[config.mk]
export PLATFORM = sky130hd
export DESIGN_NAME = cache_top
export DESIGN_NICKNAME = d
export VERILOG_FILES = /design/src/cache_geom_pkg.sv /design/src/cache_ctrl_pkg.sv /design/src/cache_line.sv /design/src/line_select.sv /design/src/cache_ctrl.sv /design/src/cache_top.sv
export SDC_FILE = /design/constraint.sdc
export NUM_CORES = 2
export LEC_CHECK = 0
export ABC_AREA = 0
export CORE_MARGIN = 2
export CORE_UTILIZATION = 55
export DETAILED_ROUTE_END_ITERATION = 12
export DONT_BUFFER_PORTS = 1
export PLACE_DENSITY = 0.7
export SKIP_CTS_REPAIR_TIMING = 1
export SLEW_MARGIN = 0
export SYNTH_ARGS = -nofsm -noshare
export SYNTH_HDL_FRONTEND = slang
export SYNTH_SLANG_ARGS = --single-unit
[constraint.sdc]
create_clock -name clk -period 11.71 [get_ports clk]
set_input_delay 1.7565 -clock clk [delete_from_list [all_inputs] [get_ports clk]]
set_output_delay 1.7565 -clock clk [all_outputs]
set_load 0.05 [all_outputs]
[src/cache_geom_pkg.sv]
package cache_geom_pkg;

    localparam int unsigned word_w         = 32;
    localparam int unsigned words_per_line = 4;
    localparam int unsigned num_lines      = 8;
    localparam int unsigned index_w        = 3;
    localparam int unsigned offset_w       = 2;
    localparam int unsigned tag_w          = 25;
    localparam int unsigned proc_addr_w    = 30;  // word address
    localparam int unsigned block_addr_w   = 28;
    localparam int unsigned block_w        = 128;

    typedef logic [word_w-1:0] word_t;

    // word 0 sits in the low bits
    typedef logic [words_per_line-1:0][word_w-1:0] block_t;

    typedef logic [tag_w-1:0]    tag_t;
    typedef logic [index_w-1:0]  index_t;
    typedef logic [offset_w-1:0] offset_t;

    typedef struct packed {
        tag_t    tag;
        index_t  index;
        offset_t offset;
    } proc_addr_t;

    typedef struct packed {
        logic   dirty;
        logic   valid;
        tag_t   tag;
        block_t data;
    } line_state_t;

endpackage

[src/cache_ctrl_pkg.sv]
package cache_ctrl_pkg;

    typedef enum logic [1:0] {
        idle       = 2'd0,
        write_back = 2'd1,  // victim block out to memory
        refill     = 2'd2   // new block in from memory
    } ctrl_state_t;

    typedef struct packed {
        logic                                    read;
        logic                                    write;
        logic [cache_geom_pkg::block_addr_w-1:0] addr;
        cache_geom_pkg::block_t                  wdata;
    } mem_req_t;

    // one bus to all lines, only the indexed line acts
    typedef struct packed {
        logic                    refill;
        logic                    word_write;
        logic                    clean;
        cache_geom_pkg::index_t  index;
        cache_geom_pkg::offset_t offset;
        cache_geom_pkg::tag_t    tag;
        cache_geom_pkg::word_t   wdata;
        cache_geom_pkg::block_t  fill_data;
    } line_update_t;

endpackage

[src/cache_line.sv]
`timescale 1ns/10ps

module cache_line #(
    parameter int unsigned line_id = 0
) (
    input  logic                         clk,
    input  logic                         proc_reset,
    input  cache_ctrl_pkg::line_update_t upd,
    output cache_geom_pkg::line_state_t  state
);

    logic                   sel;
    logic                   valid_q;
    logic                   dirty_q;
    cache_geom_pkg::tag_t   tag_q;
    cache_geom_pkg::block_t data_q;

    assign sel = (upd.index == cache_geom_pkg::index_t'(line_id));

    always_ff @(posedge clk)
    begin
        if (proc_reset)
        begin
            valid_q <= 1'b0;
            dirty_q <= 1'b0;
        end
        else if (sel)
        begin
            if (upd.refill)
            begin
                valid_q <= 1'b1;
                dirty_q <= 1'b0;  // fresh copy of memory
            end
            else if (upd.word_write)
            begin
                dirty_q <= 1'b1;
            end
            else if (upd.clean)
            begin
                dirty_q <= 1'b0;  // victim accepted by memory
            end
        end
    end

    always_ff @(posedge clk)
    begin
        if (sel && upd.refill)
        begin
            tag_q  <= upd.tag;
            data_q <= upd.fill_data;
        end
        else if (sel && upd.word_write)
        begin
            data_q[upd.offset] <= upd.wdata;  // one word only
        end
    end

    assign state = '{dirty: dirty_q, valid: valid_q, tag: tag_q, data: data_q};

endmodule

[src/line_select.sv]
`timescale 1ns/10ps

module line_select (
    input  cache_geom_pkg::line_state_t lines [cache_geom_pkg::num_lines],
    input  cache_geom_pkg::proc_addr_t  addr,
    output logic                        hit,
    output cache_geom_pkg::line_state_t victim,
    output cache_geom_pkg::word_t       rdata
);

    cache_geom_pkg::line_state_t cur;
    logic                        tag_match;

    // mux of the indexed line
    always_comb
    begin
        cur = lines[0];
        for (int i = 0; i < cache_geom_pkg::num_lines; i++)
        begin
            if (addr.index == cache_geom_pkg::index_t'(i))
            begin
                cur = lines[i];
            end
        end
    end

    assign tag_match = (cur.tag == addr.tag);
    assign hit       = cur.valid && tag_match;  // invalid line never hits

    // whole line goes out, the controller decides if it is written back
    assign victim = cur;

    assign rdata = cur.data[addr.offset];

endmodule

[src/cache_ctrl.sv]
`timescale 1ns/10ps

module cache_ctrl (
    input  logic                                clk,
    input  logic                                proc_reset,
    input  logic                                proc_read,
    input  logic                                proc_write,
    input  cache_geom_pkg::proc_addr_t          proc_addr,
    input  cache_geom_pkg::word_t               proc_wdata,
    input  logic                                hit,
    input  cache_geom_pkg::line_state_t         victim,
    input  logic                                mem_ready,
    input  cache_geom_pkg::block_t              mem_rdata,
    output cache_ctrl_pkg::mem_req_t            mem_req,
    output cache_ctrl_pkg::line_update_t        upd,
    output logic                                proc_stall
);

    cache_ctrl_pkg::ctrl_state_t             state;
    cache_ctrl_pkg::ctrl_state_t             state_next;
    logic                                    req;
    logic                                    miss;
    logic                                    dirty_victim;
    logic                                    load_wb;
    logic                                    load_fill;
    logic                                    req_read;
    logic                                    req_write;
    logic [cache_geom_pkg::block_addr_w-1:0] req_addr;
    cache_geom_pkg::block_t                  req_wdata;

    assign req          = proc_read || proc_write;
    assign miss         = req && !hit;
    assign dirty_victim = victim.valid && victim.dirty;

    assign proc_stall = miss || (state != cache_ctrl_pkg::idle);

    always_comb
    begin
        state_next = state;
        load_wb    = 1'b0;
        load_fill  = 1'b0;
        case (state)
            cache_ctrl_pkg::idle:
            begin
                if (miss && dirty_victim)
                begin
                    state_next = cache_ctrl_pkg::write_back;
                    load_wb    = 1'b1;
                end
                else if (miss)
                begin
                    state_next = cache_ctrl_pkg::refill;
                    load_fill  = 1'b1;
                end
            end
            cache_ctrl_pkg::write_back:
            begin
                if (mem_ready)
                begin
                    state_next = cache_ctrl_pkg::refill;  // straight into the read
                    load_fill  = 1'b1;
                end
            end
            cache_ctrl_pkg::refill:
            begin
                if (mem_ready)
                begin
                    state_next = cache_ctrl_pkg::idle;
                end
            end
            default:
            begin
                state_next = cache_ctrl_pkg::idle;
            end
        endcase
    end

    always_ff @(posedge clk)
    begin
        if (proc_reset)
        begin
            state     <= cache_ctrl_pkg::idle;
            req_read  <= 1'b0;
            req_write <= 1'b0;
        end
        else
        begin
            state     <= state_next;
            req_write <= (state_next == cache_ctrl_pkg::write_back);  // held until ready
            req_read  <= (state_next == cache_ctrl_pkg::refill);
        end
    end

    always_ff @(posedge clk)
    begin
        if (load_wb)
        begin
            req_addr  <= {victim.tag, proc_addr.index};  // victim block address
            req_wdata <= victim.data;
        end
        else if (load_fill)
        begin
            req_addr <= {proc_addr.tag, proc_addr.index};
        end
    end

    assign mem_req = '{read: req_read, write: req_write, addr: req_addr, wdata: req_wdata};

    always_comb
    begin
        upd.refill     = (state == cache_ctrl_pkg::refill) && mem_ready;
        upd.word_write = (state == cache_ctrl_pkg::idle) && proc_write && hit;
        upd.clean      = (state == cache_ctrl_pkg::write_back) && mem_ready;
        upd.index      = proc_addr.index;  // address held through the stall
        upd.offset     = proc_addr.offset;
        upd.tag        = proc_addr.tag;
        upd.wdata      = proc_wdata;
        upd.fill_data  = mem_rdata;
    end

endmodule

[src/cache_top.sv]
`timescale 1ns/10ps

module cache_top (
    input  logic                                    clk,
    input  logic                                    proc_reset,
    input  logic                                    proc_read,
    input  logic                                    proc_write,
    input  logic [cache_geom_pkg::proc_addr_w-1:0]  proc_addr,
    input  cache_geom_pkg::word_t                   proc_wdata,
    output cache_geom_pkg::word_t                   proc_rdata,
    output logic                                    proc_stall,
    output logic                                    mem_read,
    output logic                                    mem_write,
    output logic [cache_geom_pkg::block_addr_w-1:0] mem_addr,
    output cache_geom_pkg::block_t                  mem_wdata,
    input  cache_geom_pkg::block_t                  mem_rdata,
    input  logic                                    mem_ready
);

    cache_geom_pkg::proc_addr_t   addr;
    cache_geom_pkg::line_state_t  lines [cache_geom_pkg::num_lines];
    cache_geom_pkg::line_state_t  victim;
    cache_ctrl_pkg::line_update_t upd;
    cache_ctrl_pkg::mem_req_t     mem_req;
    logic                         hit;

    assign addr = proc_addr;  // tag / index / offset view

    assign mem_read  = mem_req.read;
    assign mem_write = mem_req.write;
    assign mem_addr  = mem_req.addr;
    assign mem_wdata = mem_req.wdata;

    cache_ctrl u_ctrl (
        .clk        (clk),
        .proc_reset (proc_reset),
        .proc_read  (proc_read),
        .proc_write (proc_write),
        .proc_addr  (addr),
        .proc_wdata (proc_wdata),
        .hit        (hit),
        .victim     (victim),
        .mem_ready  (mem_ready),
        .mem_rdata  (mem_rdata),
        .mem_req    (mem_req),
        .upd        (upd),
        .proc_stall (proc_stall)
    );

    for (genvar i = 0; i < cache_geom_pkg::num_lines; i++)
    begin : g_line
        cache_line #(.line_id(i)) u_line (
            .clk        (clk),
            .proc_reset (proc_reset),
            .upd        (upd),
            .state      (lines[i])
        );
    end

    line_select u_select (
        .lines  (lines),
        .addr   (addr),
        .hit    (hit),
        .victim (victim),
        .rdata  (proc_rdata)
    );

endmodule

==> flow_summary.toml <==
[timing]
max_freq_ghz = 0.119
rsz0062_at_grt = "no"
slew_viol_final = 153
slew_headroom_pct = -56.4
setup_tns_ns = 0
setup_viol = 0
fin_ws_ns = 3.33
worst_pin_slew_ns = 2.35
finClkSkew_ns = 0.0386
hold_viol = 0
post-route-period-util_pct = 71.6
whs_ns = 0.470
post-route-min-period_ns = 8.38

[synthesis]
synth_mux_area_share_pct = 11.1
synth_cell_types = 71
ys_seq_area_share_pct = 63.9
yosysMostFrequentCell = "nand2_1"
yosysWarningCount = 0
netlist_top_cells_count = "nand2_1, edfxtp_1, o21ai_0"
async_reset_ff_share_pct = 0
synthFlopType = "edfxtp_1"
synthSimpleGateAreaFrac_pct = 10.6
synth-adder-area-share_pct = 0
synth_nets = 5517
synth_top_area_share_pct = 63.3
synth.avg_cell_area_um2 = 12.3
synth_area_um2 = 65400
synth_top_cell_by_area = "edfxtp_1"
synthCells = 5322
synth-edff-count = 1380
synth_xor_area_share_pct = 0.201
synth_area_leaders = "edfxtp_1, mux4_2, nand2_1, o21ai_0, clkbuf_1"
synth_compound_area_share_pct = 10.2
synth_top_family_by_area = "multiplexers"
ys_seq_elements = 1400

[worst_setup_path]
cp-end-kind = "output pin"
arrival_ns = 6.63
cp-start-kind = "input port"
critPathMaxFanout = 382
path_class = "in2out"
cp.required_ns = 9.95

[detailed_routing]
drt_first_pass_iters = 8
drt-vias-per-instance = 6.56
drtAntennaViolNets = 0
post-route-drc-count = 0
routed_wl_um = 206000
first_iter_violations = 6456
vias = 44100
wl_per_cell_um = 30.7

[cts]
cts_tree = "yes"
clk_pin_slew_ns = 0.05
cts_root_buffer = "clkbuf_16"
clk_latency_ns = 0.77
ctsLongestPathBuffers = 3
cts_inserted_buffers = 145
htree_levels = 4
cts_sinks = 1400

[grt]
met3_usage_pct = 14.3
grt_pass1_wl_um = 294000
grtUsageMet2_pct = 49.0
track_usage_pct = 33.8
grt_pass1_vias = 41700
antenna_found_initial = 34
grtUsageMet1_pct = 42.9
overflow = 0
grt_max_degree = 383
busiest_layer = "met2"

[worst_hold_path]
worstHoldPathType = "reg2reg"

[layout]
fin_nets = 5221
multi_input_area_um2 = 21400
drive_gt1_share_pct = 12.7
final_cell_count_no_fill = 6719
area_growth_pct = 7.89
final-seq-area_um2 = 41800
fillerInstances = 8963
final_cell_area_um2 = 70600

[power_and_ir_drop]
leakagePower_nw = 23.0
max-vdd-ir-drop_uv = 160
powerDensity_nw_per_um2 = 154

[place]
placed_area_um2 = 65800
post-dp-hpwl_um = 126000
pre_cts_slack_ns = 4.29
place_inst = 6415
io_buffer_count = 0
place_congestion = 0.928

[floorplanning]
core_area_um2 = 118000
die_w_um = 349
die_h_um = 349
ios = 386
initial_core_util_pct = 55.4
rows = 126
dieArea_um2 = 122000

[outcome]
violations = "slew limit"
status = "finished, violations left"

[flow_run]
maxCapViolations = 0
## flip-flops by register name, indices dropped and copies added (netlist names)
signal and cells:
g_line.u_line.state 1024, g_line.u_line.tag_q 200, u_ctrl.mem_req 128, u_ctrl.req_addr 28, g_line.u_line.dirty_q 8, g_line.u_line.valid_q 8, u_ctrl.state 2, u_ctrl.req_read 1
u_ctrl.req_write 1
## power breakdown
group	switching, mW	internal (mW)	total [mW]
sequential	0.0398	5.55	5.59
clock	1.96	2.64	4.60
combinational	0.449	0.217	0.666
## stage by stage
| step | total power, mW | util (%) |
|---|---|---|
| 6_report | 10.9 | 59.8 |
| 5_1_grt | 11.1 | 59.7 |
| 4_1_cts | 10.8 | 59.7 |
| 3_5_place_dp | 6.33 | 55.7 |
| 3_3_place_gp | 6.31 | 55.7 |
| 2_1_floorplan | 6.22 | - |
## path summary, 6_finish.rpt
kind	startpoint	depth (start not counted)	slack (ns)	end
setup / recovery	proc_addr[2]	9	3.33	proc_stall
setup reg to reg	g_line[1].u_line.tag_q[8]$_DFFE_PP_	10	7.09	u_ctrl.req_addr[17]$_DFFE_PP_
hold reg to reg	g_line[5].u_line.valid_q$_SDFFE_PP0P_	2	0.47	g_line[5].u_line.valid_q$_SDFFE_PP0P_
hold / removal	g_line[5].u_line.valid_q$_SDFFE_PP0P_	2	0.47	g_line[5].u_line.valid_q$_SDFFE_PP0P_
## logic make-up after synthesis
group           Yosys count
simple gates           1768
flops                  1400
buf+inv                 533
mux                     356
compound gates         1250
xor+xnor                 15
## worst max-delay path: stages
cell      delay [ns]
nand3b_1        0.79
buf_4           0.33
nor2_1          0.07
o41ai_1         0.77
o211ai_1        0.13
or4_1           0.57
or4_1           0.78
o21ai_0         0.37
nand2_1         0.47
## routing by layer
layer / part of all wire, % / up-vias / wire length (um)
li1: - / 19000 / -
met1: 34 / 21600 / 69700
met2: 43 / 2973 / 89700
met3: 16 / 506 / 33800
met4: 6.3 / 24 / 13000
met5: 0.074 / - / 152
## cells in the final DEF (no fill, tap or decap), types with 12 or more instances in the layout
| cell type | netlist | final |
|---|---|---|
| edfxtp_1 | 1380 | 1380 |
| diode_2 | 0 | 44 |
| o211ai_1 | 12 | 12 |
| bufinv_16 | 0 | 13 |
| a211oi_1 | 19 | 18 |
| dfxtp_1 | 20 | 20 |
| o21ai_0 | 1070 | 1070 |
| clkbuf_1 | 302 | 33 |
| nand2b_1 | 13 | 13 |
| mux4_2 | 291 | 291 |
| nor2_4 | 0 | 42 |
| nand2_1 | 1563 | 1563 |
| a21oi_1 | 52 | 52 |
| nor2_1 | 94 | 51 |
| clkbuf_16 | 0 | 147 |
| nand3_1 | 22 | 22 |
| inv_1 | 16 | 15 |
| clkinv_2 | 0 | 22 |
| clkinv_1 | 0 | 22 |
| buf_4 | 131 | 71 |
| mux2i_1 | 46 | 46 |
## cell type report
class | instances | area share [%]
Antenna cell | 44 | 0.156
Clock buffer | 185 | 5.48
Clock inverter | 75 | 1.14
Inverter | 16 | 0.0922
Multi-Input combinational cell | 3389 | 30.3
Sequential cell | 1400 | 59.3
Tap cell | 1536 | 2.72
Timing Repair Buffer | 74 | 0.840
No activity file was read; power rests on OpenSTA's default activity.
